$ cat src/hdl/mcd212_pkg.sv
package mcd212_pkg;

    typedef logic [15:0] word_t;
    typedef logic [22:1] cpu_addr_t;
    typedef logic [24:0] sdram_addr_t;
    typedef logic [21:0] fetch_addr_t;

    typedef enum logic [2:0] {
        REGION_NONE,
        REGION_RAM,
        REGION_ROM,
        REGION_SYSTEM_IO,
        REGION_CHANNEL1,
        REGION_CHANNEL2
    } mem_region_e;

    // SDRAM owners, highest priority first
    typedef enum logic [1:0] {
        REFRESH,
        FETCH0,
        FETCH1,
        CPU
    } arbit_target_e;

    // CPU memory map, byte addresses
    localparam logic [22:0] RAM_LAST   = 23'h3fffff;
    localparam logic [22:0] ROM_FIRST  = 23'h400000;
    localparam logic [22:0] ROM_LAST   = 23'h4ffbff;
    localparam logic [22:0] SYSIO_LAST = 23'h4fffdf;
    localparam logic [22:0] CH2_FIRST  = 23'h4fffe0;
    localparam logic [22:0] CH1_FIRST  = 23'h4ffff0;

    // Upper-byte accesses after reset that still see ROM at address 0
    localparam int EARLY_ROM_ACCESSES = 4;
    localparam logic [2:0] ROM_SDRAM_PREFIX = 3'b001;

    // Offsets inside a channel register window
    localparam logic [3:0] REG_CONTROL = 4'h0;
    localparam logic [3:0] REG_COMMAND = 4'h2;

    // Line timer, refresh window 21..79 of a full line scaled down
    localparam int LINE_PERIOD   = 64;
    localparam int LINE_TIMER_W  = $clog2(LINE_PERIOD);
    localparam int REFRESH_FIRST = 5;
    localparam int REFRESH_LAST  = 12;

endpackage
$ cat src/hdl/mcd212_top.sv
`timescale 1ns/1ps

module mcd212_top (
    input  logic                    clk,
    input  logic                    reset,
    input  mcd212_pkg::cpu_addr_t   cpu_address,
    input  mcd212_pkg::word_t       cpu_din,
    output mcd212_pkg::word_t       cpu_dout,
    input  logic                    cpu_uds,
    input  logic                    cpu_lds,
    input  logic                    cpu_write_strobe,
    output logic                    cpu_bus_ack,
    input  logic                    cs,
    input  logic                    fetch0_as,
    input  mcd212_pkg::fetch_addr_t fetch0_address,
    output logic                    fetch0_bus_ack,
    output logic                    fetch0_burstdata_valid,
    input  logic                    fetch1_as,
    input  mcd212_pkg::fetch_addr_t fetch1_address,
    output logic                    fetch1_bus_ack,
    output logic                    fetch1_burstdata_valid,
    input  logic                    ica0_irq,
    input  logic                    ica1_irq,
    input  logic                    frame_start,
    output logic [1:0]              ica_enable,
    output logic [1:0]              dca_enable,
    output logic                    irq,
    output mcd212_pkg::sdram_addr_t sdram_addr,
    output logic                    sdram_rd,
    output logic                    sdram_wr,
    output logic                    sdram_word,
    output mcd212_pkg::word_t       sdram_din,
    input  mcd212_pkg::word_t       sdram_dout,
    input  logic                    sdram_busy,
    output logic                    sdram_burst,
    output logic                    sdram_refresh,
    input  logic                    sdram_burstdata_valid
);
    import mcd212_pkg::*;

    mem_region_e region;
    sdram_addr_t req_address;
    logic        sdram_request;
    logic        req_word;
    logic        req_write;
    logic        req_is_ram;
    logic [3:0]  reg_offset;

    // Low nibble of the byte address selects the channel register
    assign reg_offset = {cpu_address[3:1], 1'b0};

    // Only the CPU writes to SDRAM
    assign sdram_din = cpu_din;

    cpu_address_decoder cpu_address_decoder_inst (
        .clk, .reset, .cpu_address, .cpu_uds, .cpu_lds, .cpu_write_strobe, .cs,
        .cpu_bus_ack, .region, .sdram_request, .req_address, .req_word, .req_write,
        .req_is_ram
    );

    sdram_arbiter sdram_arbiter_inst (
        .clk, .reset, .sdram_request, .req_address, .req_word, .req_write, .req_is_ram,
        .fetch0_as, .fetch0_address, .fetch1_as, .fetch1_address,
        .sdram_busy, .sdram_burstdata_valid, .cpu_bus_ack,
        .fetch0_bus_ack, .fetch0_burstdata_valid, .fetch1_bus_ack, .fetch1_burstdata_valid,
        .sdram_addr, .sdram_rd, .sdram_wr, .sdram_word, .sdram_burst, .sdram_refresh
    );

    channel_registers channel_registers_inst (
        .clk, .reset, .region, .reg_offset, .cpu_uds, .cpu_lds, .cpu_write_strobe,
        .cpu_din, .sdram_dout, .ica0_irq, .ica1_irq, .frame_start,
        .cpu_dout, .irq, .ica_enable, .dca_enable
    );

endmodule

$ cat src/hdl/channel_registers.sv
`timescale 1ns/1ps

module channel_registers (
    input  logic                    clk,
    input  logic                    reset,
    input  mcd212_pkg::mem_region_e region,
    input  logic [3:0]              reg_offset,
    input  logic                    cpu_uds,
    input  logic                    cpu_lds,
    input  logic                    cpu_write_strobe,
    input  mcd212_pkg::word_t       cpu_din,
    input  mcd212_pkg::word_t       sdram_dout,
    input  logic                    ica0_irq,
    input  logic                    ica1_irq,
    input  logic                    frame_start,
    output mcd212_pkg::word_t       cpu_dout,
    output logic                    irq,
    output logic [1:0]              ica_enable,
    output logic [1:0]              dca_enable
);
    import mcd212_pkg::*;

    // IC in bit 9 and DC in bit 8 of both command registers
    logic [9:8] dcr1;
    logic [9:8] dcr2;
    logic       di1;
    logic       di2;
    logic       it1;
    logic       it2;
    logic       parity;
    logic       ch1_write;
    logic       ch2_write;
    logic       status2_clear;
    word_t      status1;
    word_t      status2;

    assign ch1_write = (cpu_uds || cpu_lds) && cpu_write_strobe && region == REGION_CHANNEL1;
    assign ch2_write = (cpu_uds || cpu_lds) && cpu_write_strobe && region == REGION_CHANNEL2;

    // Reading status 2 acknowledges both interrupts
    assign status2_clear = cpu_lds && !cpu_write_strobe && region == REGION_CHANNEL2 &&
                           reg_offset == REG_CONTROL;

    always_ff @(posedge clk) begin
        if (reset) begin
            dcr1   <= '0;
            dcr2   <= '0;
            di1    <= 1'b0;
            di2    <= 1'b0;
            it1    <= 1'b0;
            it2    <= 1'b0;
            parity <= 1'b0;
        end else begin
            if (ch1_write && reg_offset == REG_COMMAND) begin
                dcr1 <= cpu_din[9:8];
            end
            if (ch1_write && reg_offset == REG_CONTROL && cpu_uds) begin
                di1 <= cpu_din[15];
            end
            if (ch2_write && reg_offset == REG_COMMAND) begin
                dcr2 <= cpu_din[9:8];
            end
            if (ch2_write && reg_offset == REG_CONTROL) begin
                di2 <= cpu_din[15];
            end

            if (status2_clear) begin
                it1 <= 1'b0;
                it2 <= 1'b0;
            end
            // A new request wins over a clear in the same cycle
            if (ica0_irq) begin
                it1 <= 1'b1;
            end
            if (ica1_irq) begin
                it2 <= 1'b1;
            end

            if (frame_start) begin
                parity <= !parity;
            end
        end
    end

    assign ica_enable = {dcr2[9], dcr1[9]};
    assign dca_enable = {dcr2[8], dcr1[8]};

    assign irq = (it1 && !di1) || (it2 && !di2);

    assign status1 = {10'b0, parity, 5'b0};
    assign status2 = {13'b0, it1, it2, 1'b0};

    always_comb begin
        case (region)
            REGION_RAM, REGION_ROM: cpu_dout = sdram_dout;
            REGION_CHANNEL1:        cpu_dout = (reg_offset == REG_CONTROL) ? status1 : '0;
            REGION_CHANNEL2:        cpu_dout = (reg_offset == REG_CONTROL) ? status2 : '0;
            default:                cpu_dout = '0;
        endcase
    end

    // Channel 1 registers only take full-word writes
    a_ch1_word_write: assert property (@(posedge clk) disable iff (reset)
        ch1_write |-> cpu_uds && cpu_lds);

endmodule

$ cat src/hdl/sdram_arbiter.sv
`timescale 1ns/1ps

module sdram_arbiter (
    input  logic                    clk,
    input  logic                    reset,
    input  logic                    sdram_request,
    input  mcd212_pkg::sdram_addr_t req_address,
    input  logic                    req_word,
    input  logic                    req_write,
    input  logic                    req_is_ram,
    input  logic                    fetch0_as,
    input  mcd212_pkg::fetch_addr_t fetch0_address,
    input  logic                    fetch1_as,
    input  mcd212_pkg::fetch_addr_t fetch1_address,
    input  logic                    sdram_busy,
    input  logic                    sdram_burstdata_valid,
    output logic                    cpu_bus_ack,
    output logic                    fetch0_bus_ack,
    output logic                    fetch0_burstdata_valid,
    output logic                    fetch1_bus_ack,
    output logic                    fetch1_burstdata_valid,
    output mcd212_pkg::sdram_addr_t sdram_addr,
    output logic                    sdram_rd,
    output logic                    sdram_wr,
    output logic                    sdram_word,
    output logic                    sdram_burst,
    output logic                    sdram_refresh
);
    import mcd212_pkg::*;

    logic [LINE_TIMER_W-1:0] line_timer;
    logic                    refresh_request;
    logic                    sdram_busy_q;
    logic                    cmd_allowed;
    logic                    access_done;
    arbit_target_e           owner;
    arbit_target_e           owner_q;
    arbit_target_e           owner_next;

    // Stands in for the horizontal position of the video timing
    always_ff @(posedge clk) begin
        if (reset) begin
            line_timer <= '0;
        end else if (line_timer == LINE_TIMER_W'(LINE_PERIOD - 1)) begin
            line_timer <= '0;
        end else begin
            line_timer <= line_timer + 1'b1;
        end
    end

    assign refresh_request = line_timer >= LINE_TIMER_W'(REFRESH_FIRST) &&
                             line_timer <= LINE_TIMER_W'(REFRESH_LAST);

    always_comb begin
        owner_next = CPU;
        if (refresh_request) begin
            owner_next = REFRESH;
        end else if (fetch0_as) begin
            owner_next = FETCH0;
        end else if (fetch1_as) begin
            owner_next = FETCH1;
        end
    end

    // Ownership may only move between accesses
    assign owner = sdram_busy ? owner_q : owner_next;

    always_ff @(posedge clk) begin
        if (reset) begin
            sdram_busy_q <= 1'b0;
            owner_q      <= CPU;
        end else begin
            sdram_busy_q <= sdram_busy;
            owner_q      <= owner;
        end
    end

    // Busy needs one cycle to show up after a command
    assign cmd_allowed = !sdram_busy && !sdram_busy_q;
    assign access_done = !sdram_busy && sdram_busy_q;

    always_comb begin
        sdram_addr    = '0;
        sdram_rd      = 1'b0;
        sdram_wr      = 1'b0;
        sdram_word    = 1'b0;
        sdram_burst   = 1'b0;
        sdram_refresh = 1'b0;
        case (owner)
            REFRESH: begin
                // Dummy reads keep the controller's auto refresh going
                sdram_refresh = 1'b1;
                sdram_rd      = !sdram_busy;
            end
            FETCH0: begin
                sdram_word = 1'b1;
                if (fetch0_as) begin
                    sdram_addr[19:1] = fetch0_address[19:1];
                    sdram_rd         = cmd_allowed;
                    sdram_burst      = 1'b1;
                end
            end
            FETCH1: begin
                sdram_word = 1'b1;
                if (fetch1_as) begin
                    // Channel 1 fetches from the upper half bank
                    sdram_addr[19]   = 1'b1;
                    sdram_addr[18:1] = fetch1_address[18:1];
                    sdram_rd         = cmd_allowed;
                    sdram_burst      = 1'b1;
                end
            end
            default: begin
                if (sdram_request) begin
                    sdram_addr = req_address;
                    sdram_word = req_word;
                    sdram_rd   = !(req_is_ram && req_write) && cmd_allowed;
                    sdram_wr   = req_is_ram && req_write && cmd_allowed;
                end
            end
        endcase
    end

    always_comb begin
        // Non-SDRAM CPU cycles complete at once
        cpu_bus_ack            = !sdram_request;
        fetch0_bus_ack         = 1'b0;
        fetch0_burstdata_valid = 1'b0;
        fetch1_bus_ack         = 1'b0;
        fetch1_burstdata_valid = 1'b0;
        case (owner_q)
            FETCH0: begin
                if (fetch0_as) begin
                    fetch0_bus_ack         = access_done;
                    fetch0_burstdata_valid = sdram_burstdata_valid;
                end
            end
            FETCH1: begin
                if (fetch1_as) begin
                    fetch1_bus_ack         = access_done;
                    fetch1_burstdata_valid = sdram_burstdata_valid;
                end
            end
            CPU: begin
                if (sdram_request) begin
                    cpu_bus_ack = access_done;
                end
            end
            default: begin
            end
        endcase
    end

    // The held owner keeps its address on the port until busy falls
    a_owner_held: assert property (@(posedge clk) disable iff (reset)
        sdram_busy |-> $stable(sdram_addr));

endmodule

$ cat src/hdl/cpu_address_decoder.sv
`timescale 1ns/1ps

module cpu_address_decoder (
    input  logic                      clk,
    input  logic                      reset,
    input  mcd212_pkg::cpu_addr_t     cpu_address,
    input  logic                      cpu_uds,
    input  logic                      cpu_lds,
    input  logic                      cpu_write_strobe,
    input  logic                      cs,
    input  logic                      cpu_bus_ack,
    output mcd212_pkg::mem_region_e   region,
    output logic                      sdram_request,
    output mcd212_pkg::sdram_addr_t   req_address,
    output logic                      req_word,
    output logic                      req_write,
    output logic                      req_is_ram
);
    import mcd212_pkg::*;

    logic [2:0]  early_rom_count;
    logic        early_rom;
    logic [22:0] byte_addr;
    logic        upper_only_write;

    assign byte_addr = {cpu_address, 1'b0};
    assign early_rom = early_rom_count < 3'(EARLY_ROM_ACCESSES);

    // Boot vectors come from ROM until enough upper-byte accesses completed
    always_ff @(posedge clk) begin
        if (reset) begin
            early_rom_count <= '0;
        end else if (cs && cpu_uds && early_rom && cpu_bus_ack) begin
            early_rom_count <= early_rom_count + 3'd1;
        end
    end

    always_comb begin
        region = REGION_NONE;
        if (cs) begin
            if (early_rom) begin
                region = REGION_ROM;
            end else if (byte_addr <= RAM_LAST) begin
                region = REGION_RAM;
            end else if (byte_addr >= ROM_FIRST && byte_addr <= ROM_LAST) begin
                region = REGION_ROM;
            end else if (byte_addr <= SYSIO_LAST) begin
                region = REGION_SYSTEM_IO;
            end else if (byte_addr >= CH2_FIRST && byte_addr < CH1_FIRST) begin
                region = REGION_CHANNEL2;
            end else if (byte_addr[22:4] == CH1_FIRST[22:4]) begin
                region = REGION_CHANNEL1;
            end
        end
    end

    assign req_is_ram    = region == REGION_RAM;
    assign sdram_request = (req_is_ram || region == REGION_ROM) && (cpu_uds || cpu_lds);
    assign req_write     = cpu_write_strobe;

    // Odd byte lane is selected by address bit 0
    assign upper_only_write = cpu_write_strobe && cpu_uds && !cpu_lds;

    always_comb begin
        if (req_is_ram) begin
            // Bank select moves to bit 18, A21 lands on bit 19
            req_address = {5'b0, cpu_address[21], cpu_address[18], cpu_address[17:1],
                           upper_only_write};
            req_word    = (cpu_uds && cpu_lds) || !cpu_write_strobe;
        end else begin
            req_address = {ROM_SDRAM_PREFIX, cpu_address[21:1], 1'b0};
            req_word    = 1'b1;
        end
    end

endmodule

$ cat config.mk
export PLATFORM = sky130hd
export DESIGN_NAME = mcd212_top
export DESIGN_NICKNAME = d
export VERILOG_FILES = /design/src/hdl/mcd212_pkg.sv /design/src/hdl/mcd212_top.sv /design/src/hdl/channel_registers.sv /design/src/hdl/sdram_arbiter.sv /design/src/hdl/cpu_address_decoder.sv
export SDC_FILE = /design/constraint.sdc
export NUM_CORES = 1
export LEC_CHECK = 0
export BUFFER_PORTS_ARGS = -buffer_cell sky130_fd_sc_hd__buf_4
export CAP_MARGIN = 30
export CELL_PAD_IN_SITES_DETAIL_PLACEMENT = 1
export CELL_PAD_IN_SITES_GLOBAL_PLACEMENT = 1
export CORE_MARGIN = 2
export CORE_UTILIZATION = 25
export CTS_BUF_LIST = sky130_fd_sc_hd__clkbuf_4
export DETAILED_ROUTE_END_ITERATION = 16
export PLACE_DENSITY = 0.95
export SLEW_MARGIN = 20
export SYNTH_ARGS = -nofsm -noshare
export SYNTH_HDL_FRONTEND = slang
export SYNTH_SLANG_ARGS = --single-unit
$ cat constraint.sdc
create_clock -name clk -period 4.05 [get_ports clk]
set_clock_uncertainty 0.1 [all_clocks]
set_input_delay 0.81 -clock clk [delete_from_list [all_inputs] [get_ports clk]]
set_output_delay 0.81 -clock clk [all_outputs]
set_load 0.01 [all_outputs]
==> flow_summary.yaml <==
status:
  status: "finished, final reports clean"
floorplanning:
  die_h_um: 93.5
  rows: 32
  fp.dieW_um: 93.5
  core-area_mm2: 0.00773
  io_pins: 183
  die_area_mm2: 0.00873
  initial_utilization_pct: 25.9
drt:
  wl_mm: 8.60
  vias: 2524
  drt_iter0_markers: 52
  wire_per_inst_um: 17.1
  drcViolationCount: 0
  routed_via_density: 5.01
  drt.antenna.violating_nets: 0
  drt_first_pass_iters: 4
yosys:
  synthArstFlopShare_pct: 0
  syn-cell-area_mm2: 0.00200
  synth-seq-cells: 21
  ys_seq_area_share_pct: 21.0
  yosysWarningCount: 0
  ys_types: 45
  synthFlopType: "dfxtp_1"
  syn_inst: 270
  avgSynthCellArea_um2: 7.41
  synth-edff-count: 0
final_layout:
  diodes: 0
  fin_area_mm2: 0.00321
  finalNetCount: 522
  utilization_pct: 41.5
  drive_gt1_share_pct: 45.8
  syn_to_final_growth_pct: 60.2
setup_path:
  worst-endpoint-required_ps: 3140
  cp.arrival_ps: 2960
  regToRegSetupSlack_ps: 1960
  crit_path_start_kind: "flop"
  path_class: "reg -> out"
  crit_fanout: 21
  rr_worst_depth: 5
  cp-end-kind: "primary output"
sta:
  finalHoldViolCount: 0
  fin_tns_setup_ps: 0
  slew_violations: 0
  worst_slew_pin_slew_ps: 746
  post-route-period-util_pct: 95.6
  layout_min_cycle_time_ps: 3870
  maxSlewHeadroom_pct: 49.8
  fmax_ghz: 0.258
  rsz0062_at_grt: "false"
  setup_viol: 0
pwr:
  power_frac_comb_pct: 48.7
  p_int_mw: 0.417
  clkPwrFrac_pct: 16.5
  p_leak_nw: 1.50
  ir_drop_uv: 91.7
  seqPwrFrac_pct: 34.8
  swShare_pct: 34.5
  p_sw_mw: 0.220
  power.density_mw_per_mm2: 199
global_route:
  antenna_found_initial: 0
  grt_pass1_vias: 2526
  grt.overflow.total: 0
  grt_max_degree: 25
  grt_first_pass_wirelength_mm: 12.4
  grt_usage_pct: 17.7
clock_tree:
  hold_buffers: 0
  insertion_delay_ps: 310
  htreeDepth: 1
  cts_made_buffers: 3
  cts_tree: "yes"
  clk_pin_slew_ps: 130
  cts-root-buf: "clkbuf_4"
  clock_sinks: 21
  clock_path_buffers: 2
hold_path:
  hold_class: "reg -> reg"
  hold_depth: 1
placement:
  dp_hpwl_mm: 6.93
  place_area_mm2: 0.00307
  io_buffers: 147
  gp_congestion: 0.832
flow_run:
  drv_cap: 0
per-layer routing:
metal	share of wire, %	track usage [%]
met5	0	0
met1	37	19.4
met3	8.2	3.06
met4	0.57	2.70
met2	54	35.4
state kept, by name, indices dropped and copies added, names as in the netlist:
name,count
sdram_arbiter_inst.line_timer,6
channel_registers_inst.it1,1
sdram_arbiter_inst.owner_q,2
cpu_address_decoder_inst.early_rom_count,3
channel_registers_inst.di1,1
channel_registers_inst.dcr1,2
sdram_arbiter_inst.sdram_busy_q,1
channel_registers_inst.it2,1
channel_registers_inst.di2,1
channel_registers_inst.dcr2,2
channel_registers_inst.parity,1
stage by stage:
step                cells  hold WS, ps  power, mW  setup WS, ps
floorplan             271          344      0.366           276
global placement      492          357      0.509           135
detailed placement    492          377      0.519          87.3
CTS                   499          408      0.633          7.16
global route          504          384      0.678          6.32
finish                504          362      0.637           178
power by group through the flow:
stage	Combinational (mW)	Clock (mW)	Sequential (mW)
after global routing	0.336	0.120	0.223
final	0.310	0.105	0.221
after detailed placement	0.293	0	0.226
after floorplan	0.142	0	0.224
after global placement	0.283	0	0.225
after CTS	0.301	0.111	0.221
final cells by class:
class                   count  area (um2)
clock inverters             1        7.51
clock buffers               3        22.5
multi-input cells         204        1370
inverters                  14        52.6
flip-flops and latches     21         423
well taps                 102         128
repair buffers            159        1200
fillers                   991        4520
layout by cell type, fill, tap and decap left out, drive strengths merged, types with 2 or more instances in the layout:
cell type,Yosys,final
or4,2,2
nand3,7,7
a21oi,8,8
nand2b,2,2
a22oi,18,18
o21ai,7,7
inv,14,14
nor4,7,7
o21a,3,3
and4,2,2
ha,8,8
o22ai,2,2
mux2i,7,7
clkbuf,13,3
o21ba,3,3
o2bb2ai,19,19
nor2,37,37
or2,3,3
nor3,5,5
nor2b,3,3
nand4,3,3
conb,1,2
and3,4,4
buf,19,159
nand3b,2,2
dfxtp,21,21
nand2,27,27
xnor2,5,5
and2,5,5
o31ai,3,3
cells in the mapped netlist (all sizes together) (8+ instances only):
master    n  area (um2)
nand2    27         101
nor2     37         139
inv      14        52.6
buf      19         146
clkbuf   13        50.0
a22oi    18         135
ha        8         100
dfxtp    21         420
a21oi     8        40.0
o2bb2ai  19         166
critical path: stages (launching register included):
cell	delay, ps
dfxtp_2	350
inv_1	50
ha_1	170
nand2b_1	150
a21oi_2	180
nor4_4	60
o31ai_2	330
buf_4	170
inv_1	50
ha_1	210
and2_4	240
a21oi_1	160
nor3_1	70
o21ai_0	150
o21ai_0	130
buf_4	190
path summary, 6_finish.rpt:
check / startpoint / to
setup / recovery: sdram_arbiter_inst.line_timer[1] / sdram_rd
hold / removal: sdram_arbiter_inst.line_timer[0] / sdram_arbiter_inst.line_timer[0]
setup reg to reg: cpu_address_decoder_inst.early_rom_count[2] / channel_registers_inst.di2
hold reg to reg: sdram_arbiter_inst.line_timer[0] / sdram_arbiter_inst.line_timer[0]
kinds of logic after synthesis:
kind of cell / synth area share, %
and+or+nand+nor: 28.8
buffers and inverters: 12.4
AOI/OAI and AO/OA: 26.0
adders and majority gates: 5.50
other: 0.187
muxes: 3.50
DFF: 21.0
xor gates and xnor gates: 2.63
repair_timing:
item	CTS	global route
pin swaps	2	6
gates cloned	0	2
buffers inserted	3	3
setup endpoints to repair	20	22
resized for setup	5	12
endpoints found under the hold margin	0	0
Power figures use the tool's default switching activity.
